<file path="config.mk">
export PLATFORM = sky130hd
export DESIGN_NAME = i2c_slv_rx
export DESIGN_NICKNAME = d
export VERILOG_FILES = /design/src/i2c_rx_pkg.sv /design/src/i2c_slv_rx.sv /design/src/i2c_rx_shifter.sv /design/src/i2c_addr_match.sv /design/src/i2c_line_sync.sv
export SDC_FILE = /design/constraint.sdc
export NUM_CORES = 1
export LEC_CHECK = 0
export ABC_CLOCK_PERIOD_IN_PS = 4800
export BUFFER_PORTS_ARGS = -buffer_cell sky130_fd_sc_hd__buf_2
export CORE_ASPECT_RATIO = 1.75
export CORE_MARGIN = 5
export CORE_UTILIZATION = 57
export CTS_CLUSTER_SIZE = 20
export DETAILED_ROUTE_END_ITERATION = 10
export GPL_ROUTABILITY_DRIVEN = 0
export PLACE_DENSITY = 0.88
export SETUP_SLACK_MARGIN = 0.3
export SLEW_MARGIN = 20
export SYNTH_ARGS = -nofsm -noshare
export SYNTH_HDL_FRONTEND = slang
export SYNTH_SLANG_ARGS = --single-unit
</file>
<file path="constraint.sdc">
create_clock -name i2c_clk -period 4.8 [get_ports i2c_clk]
set_clock_uncertainty 0.2 [all_clocks]
set_input_delay 0.48 -clock i2c_clk [delete_from_list [all_inputs] [get_ports i2c_clk]]
set_output_delay 0.48 -clock i2c_clk [all_outputs]
set_load 0.02 [all_outputs]
</file>
<file path="src/i2c_rx_pkg.sv">
package i2c_rx_pkg;

    // data bits per byte, the ninth clock is the ack slot
    localparam int BYTE_BITS = 8;

    typedef logic [7:0] rx_byte_t;
    typedef logic [6:0] i2c_addr7_t;

    // counts 8 down to 0, zero is the ack slot
    typedef logic [3:0] bit_cnt_t;

    typedef enum logic [1:0] {
        IDLE     = 2'b00,
        RX_SHIFT = 2'b01,
        RX_ACK   = 2'b10,
        RX_WAIT  = 2'b11
    } rx_state_e;

    // static settings, held stable while the bus is active
    typedef struct packed {
        logic       enable;
        logic       ack_general_call;
        logic       data_nack;
        i2c_addr7_t sar;
    } slv_cfg_t;

    // one received byte, valid is a single-cycle strobe
    typedef struct packed {
        logic     valid;
        rx_byte_t data;
    } rx_push_t;

    // general call is address 0 with r/w = 0
    localparam rx_byte_t GCALL_ADDR = 8'h00;

endpackage
</file>
<file path="src/i2c_slv_rx.sv">
`timescale 1ns/10ps

module i2c_slv_rx #(
    parameter int ADDRESS_STEALING = 0
) (
    input  logic                 i2c_clk,
    input  logic                 i2c_rst_n,
    input  logic                 scl,
    input  logic                 sda,
    input  i2c_rx_pkg::slv_cfg_t cfg,
    output logic                 sda_out,
    output i2c_rx_pkg::rx_push_t rx_push,
    output logic                 gen_call_rcvd
);

    import i2c_rx_pkg::*;

    logic     sda_s;
    logic     scl_rise;
    logic     scl_fall;
    logic     start_det;
    logic     stop_det;
    rx_byte_t shift_byte;
    logic     addr_phase;
    logic     addr_hit;
    logic     gcall_hit;

    i2c_line_sync u_line_sync (
        .i2c_clk   (i2c_clk),
        .i2c_rst_n (i2c_rst_n),
        .scl       (scl),
        .sda       (sda),
        .sda_s     (sda_s),
        .scl_rise  (scl_rise),
        .scl_fall  (scl_fall),
        .start_det (start_det),
        .stop_det  (stop_det)
    );

    i2c_rx_shifter u_rx_shifter (
        .i2c_clk       (i2c_clk),
        .i2c_rst_n     (i2c_rst_n),
        .sda_s         (sda_s),
        .scl_rise      (scl_rise),
        .scl_fall      (scl_fall),
        .start_det     (start_det),
        .stop_det      (stop_det),
        .cfg           (cfg),
        .addr_hit      (addr_hit),
        .gcall_hit     (gcall_hit),
        .shift_byte    (shift_byte),
        .addr_phase    (addr_phase),
        .sda_out       (sda_out),
        .rx_push       (rx_push),
        .gen_call_rcvd (gen_call_rcvd)
    );

    i2c_addr_match #(
        .ADDRESS_STEALING (ADDRESS_STEALING)
    ) u_addr_match (
        .shift_byte (shift_byte),
        .addr_phase (addr_phase),
        .cfg        (cfg),
        .addr_hit   (addr_hit),
        .gcall_hit  (gcall_hit)
    );

endmodule

</file>
<file path="src/i2c_rx_shifter.sv">
`timescale 1ns/10ps

module i2c_rx_shifter (
    input  logic                 i2c_clk,
    input  logic                 i2c_rst_n,
    input  logic                 sda_s,
    input  logic                 scl_rise,
    input  logic                 scl_fall,
    input  logic                 start_det,
    input  logic                 stop_det,
    input  i2c_rx_pkg::slv_cfg_t cfg,
    input  logic                 addr_hit,
    input  logic                 gcall_hit,
    output i2c_rx_pkg::rx_byte_t shift_byte,
    output logic                 addr_phase,
    output logic                 sda_out,
    output i2c_rx_pkg::rx_push_t rx_push,
    output logic                 gen_call_rcvd
);

    import i2c_rx_pkg::*;

    localparam bit_cnt_t CNT_LOAD = bit_cnt_t'(BYTE_BITS);

    rx_state_e state;
    bit_cnt_t  bit_cnt;
    logic [2:0] bit_pos;
    logic      bit_seen;
    logic      addressed;
    logic      push_valid;
    logic      ack_ok;
    logic      last_fall;

    // the byte after start is the address until its ack slot is over
    assign addr_phase = ~addressed & ((state == RX_SHIFT) | (state == RX_ACK));

    assign ack_ok = addr_phase ? (cfg.enable & (addr_hit | gcall_hit))
                               : (cfg.enable & ~cfg.data_nack);

    // falling edge that closes the eighth data bit
    assign last_fall = scl_fall & bit_seen & (bit_cnt == 4'd1);

    assign bit_pos = 3'(bit_cnt - 4'd1);

    always_ff @(posedge i2c_clk or negedge i2c_rst_n) begin
        if (!i2c_rst_n) begin
            state         <= IDLE;
            bit_cnt       <= CNT_LOAD;
            bit_seen      <= 1'b0;
            addressed     <= 1'b0;
            sda_out       <= 1'b1;
            push_valid    <= 1'b0;
            gen_call_rcvd <= 1'b0;
        end else begin
            push_valid    <= 1'b0;
            gen_call_rcvd <= 1'b0;
            if (stop_det) begin
                state     <= IDLE;
                bit_cnt   <= CNT_LOAD;
                bit_seen  <= 1'b0;
                addressed <= 1'b0;
                sda_out   <= 1'b1;
            end else if (start_det) begin
                // repeated start drops any partial byte
                state     <= RX_SHIFT;
                bit_cnt   <= CNT_LOAD;
                bit_seen  <= 1'b0;
                addressed <= 1'b0;
                sda_out   <= 1'b1;
            end else begin
                case (state)
                    RX_SHIFT: begin
                        if (scl_rise) begin
                            bit_seen <= 1'b1;
                        end
                        // the first fall after start carries no bit
                        if (scl_fall && bit_seen) begin
                            bit_seen <= 1'b0;
                            bit_cnt  <= bit_cnt - 4'd1;
                        end
                        if (last_fall) begin
                            state         <= RX_ACK;
                            sda_out       <= ~ack_ok;
                            push_valid    <= ~addr_phase & ack_ok;
                            gen_call_rcvd <= addr_phase & ack_ok & gcall_hit;
                        end
                    end
                    RX_ACK: begin
                        // release sda once the ninth clock goes low
                        if (scl_fall) begin
                            sda_out <= 1'b1;
                            bit_cnt <= CNT_LOAD;
                            if (addr_phase && sda_out) begin
                                state <= RX_WAIT;
                            end else begin
                                state <= RX_SHIFT;
                                if (addr_phase) begin
                                    addressed <= 1'b1;
                                end
                            end
                        end
                    end
                    // idle and wait only leave on start or stop
                    default: begin
                        state <= state;
                    end
                endcase
            end
        end
    end

    // msb first, bit position follows the counter
    always_ff @(posedge i2c_clk) begin
        if ((state == RX_SHIFT) && scl_rise) begin
            shift_byte[bit_pos] <= sda_s;
        end
    end

    // shift_byte is stable through the ack slot
    assign rx_push.valid = push_valid;
    assign rx_push.data  = shift_byte;

endmodule

</file>
<file path="src/i2c_addr_match.sv">
`timescale 1ns/10ps

module i2c_addr_match #(
    parameter int ADDRESS_STEALING = 0
) (
    input  i2c_rx_pkg::rx_byte_t shift_byte,
    input  logic                 addr_phase,
    input  i2c_rx_pkg::slv_cfg_t cfg,
    output logic                 addr_hit,
    output logic                 gcall_hit
);

    import i2c_rx_pkg::*;

    // low address bits left out of the compare
    localparam i2c_addr7_t STEAL_MASK = ~i2c_addr7_t'((1 << ADDRESS_STEALING) - 1);

    logic sar_equal;
    logic write_bit;

    assign sar_equal = (shift_byte[7:1] & STEAL_MASK) == (cfg.sar & STEAL_MASK);

    // reads are not supported, r/w = 1 never matches
    assign write_bit = ~shift_byte[0];

    assign addr_hit  = addr_phase & sar_equal & write_bit;
    assign gcall_hit = addr_phase & cfg.ack_general_call & (shift_byte == GCALL_ADDR);

endmodule

</file>
<file path="src/i2c_line_sync.sv">
`timescale 1ns/10ps

module i2c_line_sync (
    input  logic i2c_clk,
    input  logic i2c_rst_n,
    input  logic scl,
    input  logic sda,
    output logic sda_s,
    output logic scl_rise,
    output logic scl_fall,
    output logic start_det,
    output logic stop_det
);

    logic [1:0] scl_sync;
    logic [1:0] sda_sync;
    logic       scl_d;
    logic       sda_d;

    // two-stage synchronizers, the idle bus is high
    always_ff @(posedge i2c_clk or negedge i2c_rst_n) begin
        if (!i2c_rst_n) begin
            scl_sync <= 2'b11;
            sda_sync <= 2'b11;
        end else begin
            scl_sync <= {scl_sync[0], scl};
            sda_sync <= {sda_sync[0], sda};
        end
    end

    // previous synchronized values for edge detection
    always_ff @(posedge i2c_clk or negedge i2c_rst_n) begin
        if (!i2c_rst_n) begin
            scl_d <= 1'b1;
            sda_d <= 1'b1;
        end else begin
            scl_d <= scl_sync[1];
            sda_d <= sda_sync[1];
        end
    end

    // registered pulses, three cycles behind the pins
    always_ff @(posedge i2c_clk or negedge i2c_rst_n) begin
        if (!i2c_rst_n) begin
            scl_rise  <= 1'b0;
            scl_fall  <= 1'b0;
            start_det <= 1'b0;
            stop_det  <= 1'b0;
        end else begin
            scl_rise  <= scl_sync[1] & ~scl_d;
            scl_fall  <= ~scl_sync[1] & scl_d;
            // sda may only move with scl high for start and stop
            start_det <= ~sda_sync[1] & sda_d & scl_sync[1] & scl_d;
            stop_det  <= sda_sync[1] & ~sda_d & scl_sync[1] & scl_d;
        end
    end

    // sda_d lines up with the registered pulses
    assign sda_s = sda_d;

endmodule

</file>
Word-level counts from Yosys, hierarchy flattened
Index checks and enable logic that the tools add are counted.
- bits in registers: 29
- input bits: 14
- output and inout bits: 11
- word-level logic and storage cells: 112
- $lt $le $gt $ge: 2
- eq/ne operators: 8
- reductions and logical operators: 15
- mux-type cells: 39
- $add $sub $neg: 1
- bitwise gates (word level): 31
- operators by type and width (cell ; number):
    1-bit 2-to-1 mux ; 25
    1-bit bitwise AND ; 20
    4-bit 2-to-1 mux ; 4
    3-bit nonzero test ; 4
    2-bit 2-to-1 mux ; 5
    1-bit inverter ; 9
    8-bit bitwise mux ; 1
    8-bit zero test ; 1
    4-bit != test, second input constant ; 2
    4-bit one-hot mux with 2 select lines ; 1
    4-bit nonzero test ; 2
    7-bit == test ; 1
    3-bit AND reduction ; 2
    4-bit by 1-bit == test with 1-bit output, second input constant ; 1
    1-bit logical AND ; 4
    3-bit by 4-bit less-than comparator with 1-bit output, second input constant ; 1
    4-bit by 3-bit != test with 1-bit output, second input constant ; 1
    2-bit one-hot mux with 2 select lines ; 1
    4-bit AND reduction ; 1
    4-bit by 1-bit subtractor with 4-bit output, second input constant ; 1
    1-bit demux with 3-bit select ; 1
    3-bit by 1-bit greater-or-equal comparator with 1-bit output, second input constant ; 1
    3-bit != test, second input constant ; 1
    2-bit by 1-bit == test with 1-bit output, second input constant ; 1
    other kinds (4) ; 5

Logic depth before layout (Yosys ltp)
- depth in word-level cells: 14
- depth in mapped cells: 7
- gate-level depth less buffers: 7

By module
From an unflattened synthesis, not the netlist that was laid out.
- cell total of the unflattened synthesis: 121
- area total of the unflattened synthesis: 1470.2 um2
- by module, submodules not included (module ; area an instance (um2) ; cells an instance ; times used ; sequential area each (um2)):
    i2c_rx_shifter ; 1068.5 ; 93 ; 1 ; 518.0
    i2c_line_sync ; 290.3 ; 14 ; 1 ; 257.7
    i2c_addr_match ; 111.4 ; 14 ; 1 ; 0.0

Worst setup path after synthesis
OpenSTA, ideal clock, no wires.
- kind: reg2reg
- from: register u_rx_shifter.state[0]
- to: register u_rx_shifter.state[1]
- arrival time: 1.328 ns
- stages on the path, launching flop included: 7
- slack: 3.143 ns
- required time: 4.471 ns
- path buffers: 0
- setup time: 0.129 ns
- period minus slack after synthesis: 1.657 ns
- cell sequence: dfrtp_1 inv_1 ha_1 o21ai_0 o21ai_2 a311oi_1 a21oi_1
- word-level cells in the longest chain between the ends: 9
- elaborated cells on any way between the ends: 14
- classes of those cells: 4 x eq/ne; 5 x mux; 2 x bitwise; 3 x reduce/logical
- ends and longest elaborated chain (element ; line ; RTL):
    from (decl) ; i2c_rx_shifter.sv:25 ; rx_state_e state;
    from (signal assigned) ; i2c_rx_shifter.sv:105 ; state <= state;
    2-bit by 1-bit == test with 1-bit output or 2-bit == test (tied branches) ; i2c_rx_shifter.sv:35, i2c_rx_shifter.sv:71 ;
    1-bit OR ; i2c_rx_shifter.sv:35 ; assign addr_phase = ~addressed & ((state == RX_SHIFT) | (state == RX_ACK));
    1-bit bitwise AND ; i2c_rx_shifter.sv:35 ;
    1-bit logical AND ; i2c_rx_shifter.sv:93 ; if (addr_phase && sda_out) begin
    2-bit 2-to-1 mux ; i2c_rx_shifter.sv:93 ;
    2-bit 2-to-1 mux ; i2c_rx_shifter.sv:90 ; if (scl_fall) begin
    2-bit one-hot mux with 2 select lines ; i2c_rx_shifter.sv:71 ; case (state)
    2-bit 2-to-1 mux ; i2c_rx_shifter.sv:63 ; end else if (start_det) begin
    2-bit 2-to-1 mux ; i2c_rx_shifter.sv:57 ; if (stop_det) begin
Several ways; a longest one is shown, not always the timed one. The select of a mux whose other input is x is not followed.
A chain may end at the register's enable or synchronous reset.

Final worst setup path
- from: register u_rx_shifter.state[0]
- to: register u_rx_shifter.bit_cnt[0]
- word-level cells in the longest chain between the ends: 4
- elaborated cells on any way between the ends: 9
- classes of those cells: 4 x eq/ne; 3 x mux; 2 x reduce/logical
- ends and longest elaborated chain (element ; line ; RTL):
    2-bit == test or 2-bit by 1-bit == test with 1-bit output (tied branches) ; i2c_rx_shifter.sv:71 ;
    4-bit one-hot mux with 2 select lines ; i2c_rx_shifter.sv:71 ;
    4-bit 2-to-1 mux ; i2c_rx_shifter.sv:63 ;
    4-bit 2-to-1 mux ; i2c_rx_shifter.sv:57 ;
    to (signal assigned) ; i2c_rx_shifter.sv:79 ; bit_cnt <= bit_cnt - 4'd1;
    to (decl) ; i2c_rx_shifter.sv:26 ; bit_cnt_t bit_cnt;
Several ways; a longest one is shown, not always the timed one.

==> results.cfg <==
[status]
outcome = finished clean

[synthesis]
ys_ff_latch = 29
yosys.area_share.simple = 0.2115
yosysTopAreaCell = dfrtp_1
syn-instance-count = 115
synth-seq-area-share = 0.5827
synthMuxAreaShare = 0.007519
synth_compound_area_frac = 0.07895
ys_warn_count = 0
synth_top_area_frac = 0.2444
synthAdderAreaFrac = 0.03759
ys_top_cells_by_area = dfrtp_1, edfxtp_1, dfstp_2
synth.cell_area_mm2 = 0.001331
synth_top_family_by_area = simple AND/OR/NAND/NOR gates
synth_xor_area_frac = 0.05921
avgSynthCellArea_um2 = 11.58
yosysUniqueCellTypes = 32
synth_fp_nets = 133

[die]
initial_core_util = 0.5856
ios = 25
coreArea_mm2 = 0.002273
die_y_um = 73.93
die_x_um = 46.53
rows = 23
fp.dieArea_mm2 = 0.003440

[pwr]
p_clk_frac = 0.232
p_leak_nw = 0.6724
p_sw_frac = 0.3803
netSwitchingPower_uw = 311.2
peakVddDrop_mv = 0.3856
power_frac_comb = 0.351
p_seq_frac = 0.417
internal-power_uw = 507.0
power_density_mw_per_mm2 = 521.0

[clock_tree]
cts_tree = built
numClockSinks = 29
path_clk_slew_ns = 0.07
cts_resized = 0
cts_max_level = 2
root_buffer = clkbuf_8
numCtsBuffers = 5
cts_hold_buf = 1
cts_setup_buffers = 0
clock_latency_ns = 0.28
cts_buffer_depth = 2

[finish]
stdcell_area_mm2 = 0.001570
layout.cells.most_common = buf_2
areaGrowthSynthToFinish_pct = 17.95
final_net_count = 164
layout_common_cells = buf_2, dfrtp_1, nor2_1, nor3_1
fillers = 154
drive_gt1_frac = 0.3197
n_antenna_cell = 0

[sta]
timing.final.crit_share = 0.4033
slew_viol_final = 0
tightestPinTransition_ns = 0.4855
fin_setup_tns_ns = 0
fmax_mhz = 516.6
whs_ns = 0.09625
period_needed_ns = 1.936
rsz0062_at_grt = false
setup_viol = 0
hold_viol_final = 0
slew_headroom = 0.6739

[drt]
wl_per_cell_um = 15.88
ant_nets = 0
drt_first_pass_iters = 6
first_iter_violations = 42
vias_per_cell = 5.762
top_layer_used = met4
drt-met1-wl_um = 956
route.met2.wl_um = 1468
wl_met3_um = 229
drc_errors = 0
num_vias = 991
routed_wl_um = 2731

[run]
max_cap_violations = 0

[grt]
grtUsageTotal = 0.1824
grt_max_degree = 22
grt_overflow_total = 0
grt_pass1_vias = 979
grt_pass1_wl_um = 4347
antenna_found_initial = 0

[setup_path]
crit_fanout = 6
cp-end-kind = flip-flop
crit_path_max_incr_delay_ns = 0.40
cp_top_family = compound AO/OA/AOI/OAI gates
cp.required_ns = 4.74
path_cells = inv_1 > ha_1 > nor2b_1 > o21ai_0 > a21boi_2 > nand2b_1 > o21ai_0
cpMaxStageDelayCell = dfrtp_1
cp_data_arrival_time_ns = 1.88
worst-setup-path-type = flip-flop to flip-flop
start_kind = flip-flop
crit_top_cell = o21ai_0
path_buf_inv = 1

[placed_design]
io_buffers = 24
dp_hpwl_um = 2079
placed_area_mm2 = 0.001475

[min_path]
hp-class = primary input to flip-flop
cell type report:
cell class,instances,area (um2),share of cell area
multi-input combinational,79,525.5,0.3347
clock buffer,5,68.82,0.04382
sequential,29,775.7,0.4940
inverter,6,22.52,0.01434
tap,25,31.28,0.01992
clock inverter,3,16.27,0.01036
timing repair buffer,25,130.1,0.08287
synthesized netlist by cell type, drive strengths merged:
master,number
nand2b,2
edfxtp,8
nor4b,1
nor3b,2
nand3,4
o21a,1
and3,1
or3,1
nor2,9
ha,4
nor4,5
nand4b,1
nand2,9
nor2b,3
a21oi,3
dfrtp,13
a21boi,1
o31ai,2
mux2i,1
xnor2,1
nand4,1
dfstp,8
a311oi,2
buf,1
o21ai,7
and4,1
nor3,9
xor2,8
inv,6
state kept, by name, summed over array words and instances, names as in the netlist, 2 cells and up:
register	count
u_rx_shifter.state	2
u_rx_shifter.bit_cnt	4
u_line_sync.sda_sync	2
u_line_sync.scl_sync	2
u_rx_shifter.shift_byte	8
metal layers:
metal / up-vias / global-route usage
met3: 9 / 0.05085
li1: 473 / -
met5: - / 0
met2: 45 / 0.3221
met1: 464 / 0.1871
met4: 0 / 0.09177
stage by stage:
stage / worst slack, ns / utilization / power, mW / instances
CTS: 2.873 / 0.6907 / 0.8207 / 172
finish: 2.864 / 0.6907 / 0.8182 / 172
global placement: 3.012 / 0.6489 / 0.6036 / 163
global route: 2.721 / 0.6907 / 0.8641 / 172
detailed placement: 2.912 / 0.6489 / 0.6271 / 163
floorplan: 3.143 / - / 0.5509 / 115
power groups by stage:
stage / Clock, mW / Sequential [mW] / Combinational, mW
2_1_floorplan: 0 / 0.340 / 0.211
3_3_place_gp: 0 / 0.339 / 0.265
3_5_place_dp: 0 / 0.344 / 0.284
4_1_cts: 0.194 / 0.339 / 0.287
5_1_grt: 0.201 / 0.346 / 0.317
6_report: 0.190 / 0.341 / 0.288
cell families after synthesis:
logic type / after synthesis
DFF: 29
adders and majority gates: 4
AOI/OAI and AO/OA: 16
and+or+nand+nor: 49
xor gates and xnor gates: 9
muxes: 1
buffers and inverters: 7
path summary, 6_finish.rpt:
kind	to	start	cells after the start	slack [ns]
max	u_rx_shifter.bit_cnt[0]$_DFFE_PN0P_	u_rx_shifter.state[0]$_DFFE_PN0P_	7	2.86
min in group asynchronous	u_rx_shifter.state[1]$_DFFE_PN0P_	i2c_rst_n	2	0.48
min	u_line_sync.scl_sync[0]$_DFF_PN1_	scl	1	0.1
min reg2reg	u_line_sync.scl_sync[1]$_DFF_PN1_	u_line_sync.scl_sync[0]$_DFF_PN1_	0	0.16
max in group asynchronous	u_line_sync.sda_sync[1]$_DFF_PN1_	i2c_rst_n	2	3.57
max reg2reg	u_rx_shifter.bit_cnt[0]$_DFFE_PN0P_	u_rx_shifter.state[0]$_DFFE_PN0P_	7	2.86
No activity file was read; power rests on OpenSTA's default activity.
